[config.mk]
export PLATFORM = sky130hd
export DESIGN_NAME = recovery_handler
export DESIGN_NICKNAME = d
export VERILOG_FILES = /design/src/common/recovery_pkg.sv /design/src/design/recovery_handler.sv /design/src/design/recovery_executor/recovery_executor.sv /design/src/design/recovery_receiver/recovery_receiver.sv /design/src/design/byte_fifo.sv
export SDC_FILE = /design/constraint.sdc
export NUM_CORES = 1
export LEC_CHECK = 0
export ABC_AREA = 1
export BUFFER_PORTS_ARGS = -buffer_cell sky130_fd_sc_hd__buf_4
export CAP_MARGIN = 25
export CORE_MARGIN = 2
export CORE_UTILIZATION = 55
export CTS_CLUSTER_SIZE = 14
export DETAILED_ROUTE_END_ITERATION = 10
export HOLD_SLACK_MARGIN = 0.15
export PLACE_DENSITY_LB_ADDON = 0.3
export RECOVER_POWER = 100
export SLEW_MARGIN = 5
export SYNTH_ARGS = -nofsm -noshare
export SYNTH_HDL_FRONTEND = slang
export SYNTH_SLANG_ARGS = --single-unit
[constraint.sdc]
create_clock -name clk_i -period 3.9 [get_ports clk_i]
set_clock_uncertainty 0.2 [all_clocks]
set_input_delay 0 -clock clk_i [delete_from_list [all_inputs] [get_ports clk_i]]
set_output_delay 0 -clock clk_i [all_outputs]
set_load 0.01 [all_outputs]
[src/common/recovery_pkg.sv]
// PEC is CRC-8 (poly 0x07, zero init); command codes outside rec_cmd_e are treated as unknown
package recovery_pkg;

  // Bus and register geometry
  localparam int unsigned ByteW     = 8;
  localparam int unsigned RegBytes  = 4;
  localparam int unsigned RegW      = RegBytes * ByteW;
  localparam int unsigned LenW      = 3;
  localparam int unsigned NumRegs   = 4;

  // Payload buffer, two maximum payloads deep
  localparam int unsigned FifoDepth = 8;
  localparam int unsigned FifoAw    = 3;

  localparam logic [ByteW-1:0] PecPoly = 8'h07;

  // Writable recovery commands
  typedef enum logic [7:0] {
    CMD_DEVICE_RESET  = 8'h25,
    CMD_RECOVERY_CTRL = 8'h26,
    CMD_INDIRECT_CTRL = 8'h29,
    CMD_INDIRECT_DATA = 8'h2B
  } rec_cmd_e;

  typedef enum logic [2:0] {
    RX_IDLE,
    RX_CMD,
    RX_LEN_LO,
    RX_LEN_HI,
    RX_DATA,
    RX_PEC,
    RX_SKIP
  } rx_state_e;

  typedef enum logic {
    EX_IDLE,
    EX_DRAIN
  } ex_state_e;

  // One per packet from the receiver
  typedef struct packed {
    logic [ByteW-1:0] cmd;
    logic [LenW-1:0]  count;
    logic             ok;
  } pkt_desc_t;

  // Writable recovery registers, device_reset in the top word
  typedef struct packed {
    logic [RegW-1:0] device_reset;
    logic [RegW-1:0] recovery_ctrl;
    logic [RegW-1:0] indirect_ctrl;
    logic [RegW-1:0] indirect_data;
  } rec_regs_t;

  // One byte of CRC-8, MSB first
  function automatic logic [ByteW-1:0] pec_step(input logic [ByteW-1:0] crc,
                                                input logic [ByteW-1:0] data);
    logic [ByteW-1:0] c;
    c = crc ^ data;
    for (int i = 0; i < ByteW; i++) begin
      if (c[ByteW-1]) begin
        c = (c << 1) ^ PecPoly;
      end else begin
        c = c << 1;
      end
    end
    return c;
  endfunction

endpackage
[src/design/recovery_handler.sv]
// Write path only; bus strobes carry no back-pressure and must come at most one per cycle
module recovery_handler (
  input  logic                           clk_i,
  input  logic                           rst_n_i,
  input  logic                           recovery_mode_i,
  input  logic                           bus_start_i,
  input  logic                           bus_stop_i,
  input  logic                           addr_valid_i,
  input  logic [recovery_pkg::ByteW-1:0] addr_i,
  input  logic                           rx_valid_i,
  input  logic [recovery_pkg::ByteW-1:0] rx_data_i,
  output recovery_pkg::rec_regs_t        rec_regs_o,
  output logic                           exec_done_o,
  output logic                           cmd_error_o
);
  import recovery_pkg::*;

  logic             push;
  logic [ByteW-1:0] push_data;
  logic             fifo_full;
  logic             pop;
  logic [ByteW-1:0] pop_data;
  logic             fifo_empty;
  logic             desc_valid;
  pkt_desc_t        desc;

  recovery_receiver xrecovery_receiver (
    .clk_i,
    .rst_n_i,
    .recovery_mode_i,
    .bus_start_i,
    .bus_stop_i,
    .addr_valid_i,
    .addr_i,
    .rx_valid_i,
    .rx_data_i,
    .fifo_full_i (fifo_full),
    .push_o      (push),
    .push_data_o (push_data),
    .desc_valid_o(desc_valid),
    .desc_o      (desc)
  );

  byte_fifo xbyte_fifo (
    .clk_i,
    .rst_n_i,
    .push_i     (push),
    .push_data_i(push_data),
    .full_o     (fifo_full),
    .pop_i      (pop),
    .pop_data_o (pop_data),
    .empty_o    (fifo_empty)
  );

  recovery_executor xrecovery_executor (
    .clk_i,
    .rst_n_i,
    .desc_valid_i(desc_valid),
    .desc_i      (desc),
    .fifo_empty_i(fifo_empty),
    .pop_data_i  (pop_data),
    .pop_o       (pop),
    .regs_o      (rec_regs_o),
    .done_o      (exec_done_o),
    .error_o     (cmd_error_o)
  );

endmodule

[src/design/recovery_executor/recovery_executor.sv]
// Descriptor bytes must already be buffered; a descriptor arriving while draining is dropped
module recovery_executor (
  input  logic                           clk_i,
  input  logic                           rst_n_i,
  input  logic                           desc_valid_i,
  input  recovery_pkg::pkt_desc_t        desc_i,
  input  logic                           fifo_empty_i,
  input  logic [recovery_pkg::ByteW-1:0] pop_data_i,
  output logic                           pop_o,
  output recovery_pkg::rec_regs_t        regs_o,
  output logic                           done_o,
  output logic                           error_o
);
  import recovery_pkg::*;

  ex_state_e                    state_q;
  logic [NumRegs-1:0][RegW-1:0] reg_q;
  logic [$clog2(NumRegs)-1:0]   idx_d;
  logic [$clog2(NumRegs)-1:0]   idx_q;
  logic                         known_d;
  logic                         accept_d;
  logic                         wr_en_q;
  logic                         err_q;
  logic [LenW-1:0]              remain_q;
  logic [LenW-1:0]              lane_q;

  // Index 3 is the top word of rec_regs_t
  always_comb begin
    known_d = 1'b1;
    case (rec_cmd_e'(desc_i.cmd))
      CMD_DEVICE_RESET:  idx_d = 2'd3;
      CMD_RECOVERY_CTRL: idx_d = 2'd2;
      CMD_INDIRECT_CTRL: idx_d = 2'd1;
      CMD_INDIRECT_DATA: idx_d = 2'd0;
      default: begin
        idx_d   = '0;
        known_d = 1'b0;
      end
    endcase
  end

  assign accept_d = desc_i.ok & known_d;
  assign pop_o    = (state_q == EX_DRAIN) & ~fifo_empty_i;
  assign regs_o   = rec_regs_t'(reg_q);

  always_ff @(posedge clk_i or negedge rst_n_i) begin
    if (!rst_n_i) begin
      state_q  <= EX_IDLE;
      idx_q    <= '0;
      wr_en_q  <= 1'b0;
      err_q    <= 1'b0;
      remain_q <= '0;
      lane_q   <= '0;
      done_o   <= 1'b0;
      error_o  <= 1'b0;
    end else begin
      done_o  <= 1'b0;
      error_o <= 1'b0;
      case (state_q)
        EX_IDLE: begin
          if (desc_valid_i) begin
            idx_q    <= idx_d;
            wr_en_q  <= accept_d;
            err_q    <= ~accept_d;
            remain_q <= desc_i.count;
            lane_q   <= '0;
            if (desc_i.count == '0) begin
              done_o  <= 1'b1;
              error_o <= ~accept_d;
            end else begin
              state_q <= EX_DRAIN;
            end
          end
        end
        EX_DRAIN: begin
          if (pop_o) begin
            lane_q   <= lane_q + 1'b1;
            remain_q <= remain_q - 1'b1;
            // Last byte popped
            if (remain_q == LenW'(1)) begin
              state_q <= EX_IDLE;
              done_o  <= 1'b1;
              error_o <= err_q;
            end
          end
        end
        default: state_q <= EX_IDLE;
      endcase
    end
  end

  // Bytes above the length keep their value
  always_ff @(posedge clk_i or negedge rst_n_i) begin
    if (!rst_n_i) begin
      reg_q <= '0;
    end else if (pop_o && wr_en_q && lane_q < LenW'(RegBytes)) begin
      reg_q[idx_q][lane_q*ByteW +: ByteW] <= pop_data_i;
    end
  end

endmodule

[src/design/recovery_receiver/recovery_receiver.sv]
// Assumes at most one byte per cycle; payload of an illegal length is parsed but never buffered
module recovery_receiver (
  input  logic                           clk_i,
  input  logic                           rst_n_i,
  input  logic                           recovery_mode_i,
  input  logic                           bus_start_i,
  input  logic                           bus_stop_i,
  input  logic                           addr_valid_i,
  input  logic [recovery_pkg::ByteW-1:0] addr_i,
  input  logic                           rx_valid_i,
  input  logic [recovery_pkg::ByteW-1:0] rx_data_i,
  input  logic                           fifo_full_i,
  output logic                           push_o,
  output logic [recovery_pkg::ByteW-1:0] push_data_o,
  output logic                           desc_valid_o,
  output recovery_pkg::pkt_desc_t        desc_o
);
  import recovery_pkg::*;

  rx_state_e          state_q;
  logic [ByteW-1:0]   pec_q;
  logic [ByteW-1:0]   len_lo_q;
  logic [2*ByteW-1:0] remain_q;
  logic               len_ok_q;
  logic [LenW-1:0]    cnt_q;
  logic               drop_q;
  logic               cand_q;
  logic [ByteW-1:0]   cmd_q;

  logic               abort;
  logic               cmd_seen;
  logic [2*ByteW-1:0] len_full;
  logic [LenW-1:0]    cnt_now;
  logic               drop_now;
  logic               desc_fire;
  logic               desc_ok;

  // Start, stop or leaving recovery mode ends the packet
  assign abort    = bus_start_i | bus_stop_i | ~recovery_mode_i;
  assign cmd_seen = state_q inside {RX_LEN_LO, RX_LEN_HI, RX_DATA, RX_PEC};
  assign len_full = {rx_data_i, len_lo_q};

  // Byte registered last cycle goes out now unless the buffer is full
  assign push_o   = cand_q & ~fifo_full_i;
  assign cnt_now  = cnt_q + LenW'(push_o);
  assign drop_now = drop_q | (cand_q & fifo_full_i);

  assign desc_fire = abort ? cmd_seen : (rx_valid_i && state_q == RX_PEC);
  assign desc_ok   = ~abort & (rx_data_i == pec_q) & len_ok_q & ~drop_now;

  always_ff @(posedge clk_i or negedge rst_n_i) begin
    if (!rst_n_i) begin
      state_q      <= RX_IDLE;
      pec_q        <= '0;
      remain_q     <= '0;
      len_ok_q     <= 1'b0;
      cnt_q        <= '0;
      drop_q       <= 1'b0;
      cand_q       <= 1'b0;
      desc_valid_o <= 1'b0;
    end else begin
      cnt_q        <= cnt_now;
      drop_q       <= drop_now;
      desc_valid_o <= desc_fire;
      cand_q       <= ~abort & rx_valid_i & (state_q == RX_DATA) & len_ok_q;
      if (abort) begin
        state_q <= RX_IDLE;
      end else begin
        case (state_q)
          RX_IDLE: begin
            if (addr_valid_i) begin
              // Address byte seeds the PEC, bit 0 high means a read
              pec_q   <= pec_step('0, addr_i);
              cnt_q   <= '0;
              drop_q  <= 1'b0;
              state_q <= addr_i[0] ? RX_SKIP : RX_CMD;
            end
          end
          RX_CMD: begin
            if (rx_valid_i) begin
              pec_q   <= pec_step(pec_q, rx_data_i);
              state_q <= RX_LEN_LO;
            end
          end
          RX_LEN_LO: begin
            if (rx_valid_i) begin
              pec_q   <= pec_step(pec_q, rx_data_i);
              state_q <= RX_LEN_HI;
            end
          end
          RX_LEN_HI: begin
            if (rx_valid_i) begin
              pec_q    <= pec_step(pec_q, rx_data_i);
              remain_q <= len_full;
              len_ok_q <= (len_full != '0) && (len_full <= (2*ByteW)'(RegBytes));
              state_q  <= (len_full == '0) ? RX_PEC : RX_DATA;
            end
          end
          RX_DATA: begin
            if (rx_valid_i) begin
              pec_q    <= pec_step(pec_q, rx_data_i);
              remain_q <= remain_q - 1'b1;
              if (remain_q == (2*ByteW)'(1)) begin
                state_q <= RX_PEC;
              end
            end
          end
          RX_PEC: begin
            if (rx_valid_i) begin
              state_q <= RX_SKIP;
            end
          end
          // Wait here for the next start
          RX_SKIP: state_q <= RX_SKIP;
          default: state_q <= RX_IDLE;
        endcase
      end
    end
  end

  always_ff @(posedge clk_i) begin
    if (rx_valid_i) begin
      push_data_o <= rx_data_i;
    end
    if (rx_valid_i && state_q == RX_CMD) begin
      cmd_q <= rx_data_i;
    end
    if (rx_valid_i && state_q == RX_LEN_LO) begin
      len_lo_q <= rx_data_i;
    end
    if (desc_fire) begin
      desc_o <= '{cmd: cmd_q, count: cnt_now, ok: desc_ok};
    end
  end

endmodule

[src/design/byte_fifo.sv]
// Depth must be a power of two; pushes when full and pops when empty are ignored
module byte_fifo (
  input  logic                           clk_i,
  input  logic                           rst_n_i,
  input  logic                           push_i,
  input  logic [recovery_pkg::ByteW-1:0] push_data_i,
  output logic                           full_o,
  input  logic                           pop_i,
  output logic [recovery_pkg::ByteW-1:0] pop_data_o,
  output logic                           empty_o
);
  import recovery_pkg::*;

  logic [ByteW-1:0]  mem_q [FifoDepth];
  logic [FifoAw-1:0] wr_ptr_q;
  logic [FifoAw-1:0] rd_ptr_q;
  logic [FifoAw:0]   count_q;

  logic              wr_en;
  logic              rd_en;

  assign full_o  = count_q == (FifoAw+1)'(FifoDepth);
  assign empty_o = count_q == '0;
  assign wr_en   = push_i & ~full_o;
  assign rd_en   = pop_i & ~empty_o;

  // Head entry, no read latency
  assign pop_data_o = mem_q[rd_ptr_q];

  always_ff @(posedge clk_i or negedge rst_n_i) begin
    if (!rst_n_i) begin
      wr_ptr_q <= '0;
      rd_ptr_q <= '0;
      count_q  <= '0;
    end else begin
      if (wr_en) begin
        wr_ptr_q <= wr_ptr_q + 1'b1;
      end
      if (rd_en) begin
        rd_ptr_q <= rd_ptr_q + 1'b1;
      end
      case ({wr_en, rd_en})
        2'b10:   count_q <= count_q + 1'b1;
        2'b01:   count_q <= count_q - 1'b1;
        default: count_q <= count_q;
      endcase
    end
  end

  always_ff @(posedge clk_i) begin
    if (wr_en) begin
      mem_q[wr_ptr_q] <= push_data_i;
    end
  end

endmodule

Yosys cells after proc, flatten, opt, wreduce, memory -nomap -nowiden
Memories as Yosys holds them, arrays and structs flattened.
Cells that the tools add are included.

word-level totals
  register bits after elaboration = 221
  bits in writable memories = 64
  output and inout port bits = 130
  word-level logic and storage cells = 353
  memories = 1

operators by class
  add/subtract/negate cells = 9
  magnitude comparators = 4
  equal/unequal tests = 30
  shifts and indexed selects = 2
  multiplexer cells = 195
  bitwise logic cells = 60
  reduce and logical (&&, ||, !) cells = 23

memory list
  name              depth  bits a word  read ports  clocked after memory_dff  wr ports  line             source
  xbyte_fifo.mem_q  8      8            1           0                         1         byte_fifo.sv:14  logic [ByteW-1:0] mem_q [FifoDepth];

operator list
  cell                     number
  $mux 8                   107
  $mux 3                   53
  $bwmux 128               1
  $not 3->3                37
  $demux 32 s2             1
  $pmux 8 s5               1
  $neg 6->34               1
  $shift 8x34->32 const A  1
  $shiftx 8x34->32         1
  $eq 8x6->1 const B       4
  $mux 16                  2
  $mux 32                  1
  $pmux 16 s2              1
  $ne 3x2->1 const B       7
  $pmux 3 s7               1
  $mux 1                   20
  $eq 16x1->1 const B      1
  $le 16x3->1 const B      1
  $logic_not 16->1         1
  $reduce_bool 16->1       1
  $sub 16x1->16 const B    1
  $ne 2x2->1 const B       7
  $reduce_and 7->1         2
  $and 1x1->1              12
  other kinds (32)         58

Depth between registers and ports, before layout
  word-level depth = 40
  mapped depth = 14

Modules after synthesis
From an unflattened synthesis, not the netlist that was laid out.

unflattened totals
  cells, all modules = 1477
  area total of the unflattened synthesis = 13399.1 µm²

modules (own cells, without submodules)
  module             times used  cells an instance  area each (µm²)
  recovery_executor  1           628                6074.6
  recovery_receiver  1           492                3925.0
  byte_fifo          1           357                3399.5

==> run_results.csv <==
group,metric,value,unit
yosys,postSynthAreaPerCell,9.51,sq um
worst_setup_path,r2r_end,"xrecovery_receiver.state_q[2]",
power,power.total,8.35,mW
yosys,ys_ff_latch,285,
worst_setup_path,worst-path-max-fanout,21,
sta,setup_viol,0,
global_route,grt_overflow,0,
sta,clock.fmax,269,MHz
detailed_routing,wire_per_inst,16.9,microns
yosys,synthCells,1305,
cts,cts_root_buf,"clkbuf_16",
worst_setup_path,crit_path_top_delay_cell,"inv_1",
floorplan,die_h,154,microns
worst_setup_path,cp_cell_sequence,"nor2_1, nand2_1, inv_1, nand2_1, nand3_1, nand2_1, nand3_1, dlygate4sd3_1, nand2_1, dlygate4sd3_1",
cts,clockBufferDepth,3,
layout,drive_above_1_share,0.0440,
cts,cts_tree,"yes",
worst_setup_path,crit_type,"flop to flop",
global_route,grt.total_usage,0.253,
yosys,synth_warnings,0,
layout,stdcell_count,1801,
global_route,antenna_found_initial,0,
floorplan,start_util,0.565,
floorplan,die_area,0.0238,sq mm
min_path,hp-class,"flop to flop",
run_status,outcome,"finished clean",
worst_setup_path,path_buf_inv,3,
place,dp_hpwl,20400,microns
place,post_dp_cell_area,0.0138,sq mm
cts,cts_max_level,1,
layout,antennaDiodeCount,0,
sta,slew-limit-headroom,0.0353,
layout,final_common_cell,"nand2_1",
yosys,synth_nets,1345,
sta,slew_violations,0,
layout,fillers,1747,
power,peakVddDrop,0.354,mV
floorplan,die_w,154,microns
place,portBuffers,152,
place,place_inst,1706,
cts,ctsResizeCount,0,
sta,period_share,0.952,
sta,tns,0,ns
cts,cts.hold.buffers_added,43,
place,place_congestion,0.882,
sta,final-hold-violation-count,0,
global_route,first_global_vias,9369,
worst_setup_path,reg2reg_depth,10,
cts,cts.clk_slew.worst_paths,0.06,ns
yosys,synth-main-ff-cell,"dfrtp_1",
place,dpl_worst_slack,1.11,ns
yosys,async_flop_share,0.649,
sta,layout_setup_ws,0.188,ns
cts,clock_sinks,285,
min_path,hold_start,"xrecovery_receiver.cmd_q[5]",
floorplan,rows,54,
worst_setup_path,worstSetupStartpoint,"xrecovery_receiver.state_q[1]",
global_route,grt_max_degree,105,
worst_setup_path,path_common_cell,"nand2_1",
detailed_routing,vias_per_cell,5.51,
run,max-cap-violations,0,
detailed_routing,dr_total_vias,9917,
floorplan,ios,153,
worst_setup_path,critPathTopFamily,"buffers and inverters",
cts,numCtsBuffers,29,
power,leakage,6.45,nW
layout,area_growth,17.3,%
worst_setup_path,end_kind,"flop",
detailed_routing,routed_wirelength,30400,microns
worst_setup_path,r2r-start,"xrecovery_receiver.state_q[1]",
worst_setup_path,cp.arrival,3.94,ns
worst_setup_path,setup.worst_path.start_class,"flop",
yosys,seq_area_frac_synth,0.615,
detailed_routing,post-route-drc-count,0,
worst_setup_path,cpPeakStageDelay,0.66,ns
yosys,synth_edf_count,100,
sta,fin_crit,3.71,ns
yosys,synth_cell_types,41,
global_route,grt_pass1_wl,48300,microns
layout,final_nets,1541,
sta,rsz0062_at_grt,"false",
min_path,hold_end,"xrecovery_receiver.desc_o[9]",
layout,final_cell_mix,"nand2_1 (332), dfrtp_1 (185), nor2_1 (163), o21ai_0 (156), clkbuf_1 (153)",
floorplan,core_area,0.0220,sq mm
layout,finish.utilization,0.663,
detailed_routing,drt-initial-drc-count,712,
layout,fin_area,0.0146,sq mm
detailed_routing,drt_pass1_iterations,5,
worst_setup_path,crit_required,4.13,ns
min_path,whs_path_depth,0,
yosys,synth_area,0.0124,sq mm
sta,whs,0.220,ns
worst_setup_path,reg2reg_slack,0.19,ns
sta,tightest_slew,1.45,ns
cts,postCtsSetupBuffers,0,
cts,clock_latency,0.54,ns
detailed_routing,postRouteAntennaNets,0,
power,powerDensity,573,mW/mm^2
[sequential cells by signal, indices dropped and copies added, names as in the netlist, 2 cells and up]
signal	flops
xrecovery_receiver.pec_q	8
xrecovery_executor.regs_o	128
xbyte_fifo.mem_q	64
xrecovery_executor.remain_q	3
xbyte_fifo.count_q	4
xrecovery_receiver.len_lo_q	8
xrecovery_receiver.state_q	3
xbyte_fifo.wr_ptr_q	3
xrecovery_receiver.remain_q	16
xrecovery_receiver.cmd_q	8
xrecovery_receiver.push_data_o	8
xrecovery_receiver.desc_o	12
xrecovery_executor.idx_q	2
xbyte_fifo.rd_ptr_q	3
xrecovery_executor.lane_q	3
xrecovery_receiver.cnt_q	3
[metal layers]
| metal | global-route usage | vias up | part of all wire |
|---|---|---|---|
| met5 | 0 | - | 0 |
| met4 | 0.0917 | 0 | 0.030 |
| met3 | 0.0389 | 65 | 0.073 |
| li1 | - | 4743 | - |
| met2 | 0.428 | 417 | 0.49 |
| met1 | 0.335 | 4692 | 0.41 |
[synth_stat cells (8+ instances only)]
| master | number | area, sq um |
|---|---|---|
| a21oi_1 | 36 | 180 |
| buf_2 | 10 | 50.1 |
| clkbuf_1 | 22 | 82.6 |
| dfrtp_1 | 185 | 4630 |
| edfxtp_1 | 100 | 3000 |
| ha_1 | 17 | 213 |
| inv_1 | 95 | 357 |
| nand2_1 | 329 | 1230 |
| nand3_1 | 67 | 335 |
| nand4_1 | 36 | 225 |
| nor2_1 | 159 | 597 |
| o211ai_1 | 8 | 60.1 |
| o21ai_0 | 140 | 701 |
| o21ai_1 | 19 | 95.1 |
| xnor2_1 | 12 | 105 |
| xor2_1 | 18 | 158 |
[power breakdown]
part | total, mW | switching (mW) | leakage, nW | internal [mW]
clock network | 2.72 | 1.10 | 0.459 | 1.61
logic | 2.18 | 1.57 | 2.59 | 0.607
registers | 3.46 | 0.178 | 3.40 | 3.28
total | 8.35 | 2.85 | 6.45 | 5.50
[cell families after synthesis]
| kind of cell | Yosys count | share of synthesized area |
|---|---|---|
| AND/OR/NAND/NOR | 619 | 0.210 |
| flip-flops | 285 | 0.615 |
| AO/OA/AOI/OAI | 214 | 0.0901 |
| buffers and inverters | 140 | 0.0465 |
| adder cells (fa/ha/maj) | 17 | 0.0171 |
| XOR/XNOR | 30 | 0.0212 |
[how the worst max path moves through the flow]
stage / end / slack (ns) / cells past startpoint
final: xrecovery_receiver.state_q[2] / 0.19 / 10
after CTS: xrecovery_receiver.state_q[2] / 0.22 / 10
after global placement: xrecovery_executor.regs_o[95] / 1.09 / 8
after global routing: xrecovery_receiver.state_q[2] / 0.03 / 10
after floorplan: xrecovery_executor.regs_o[46] / 1.51 / 11
after detailed placement: xrecovery_executor.regs_o[95] / 1.11 / 8
[cell type report]
cell class	instances	area [sq um]	area share
tap	280	350	0.0240
multi-input combinational	880	4160	0.285
clock inverter	7	88.8	0.00610
sequential	285	7630	0.524
clock buffer	44	843	0.0579
inverter	101	379	0.0260
timing repair buffer	204	1120	0.0769
(Power assumes the default switching activity.)
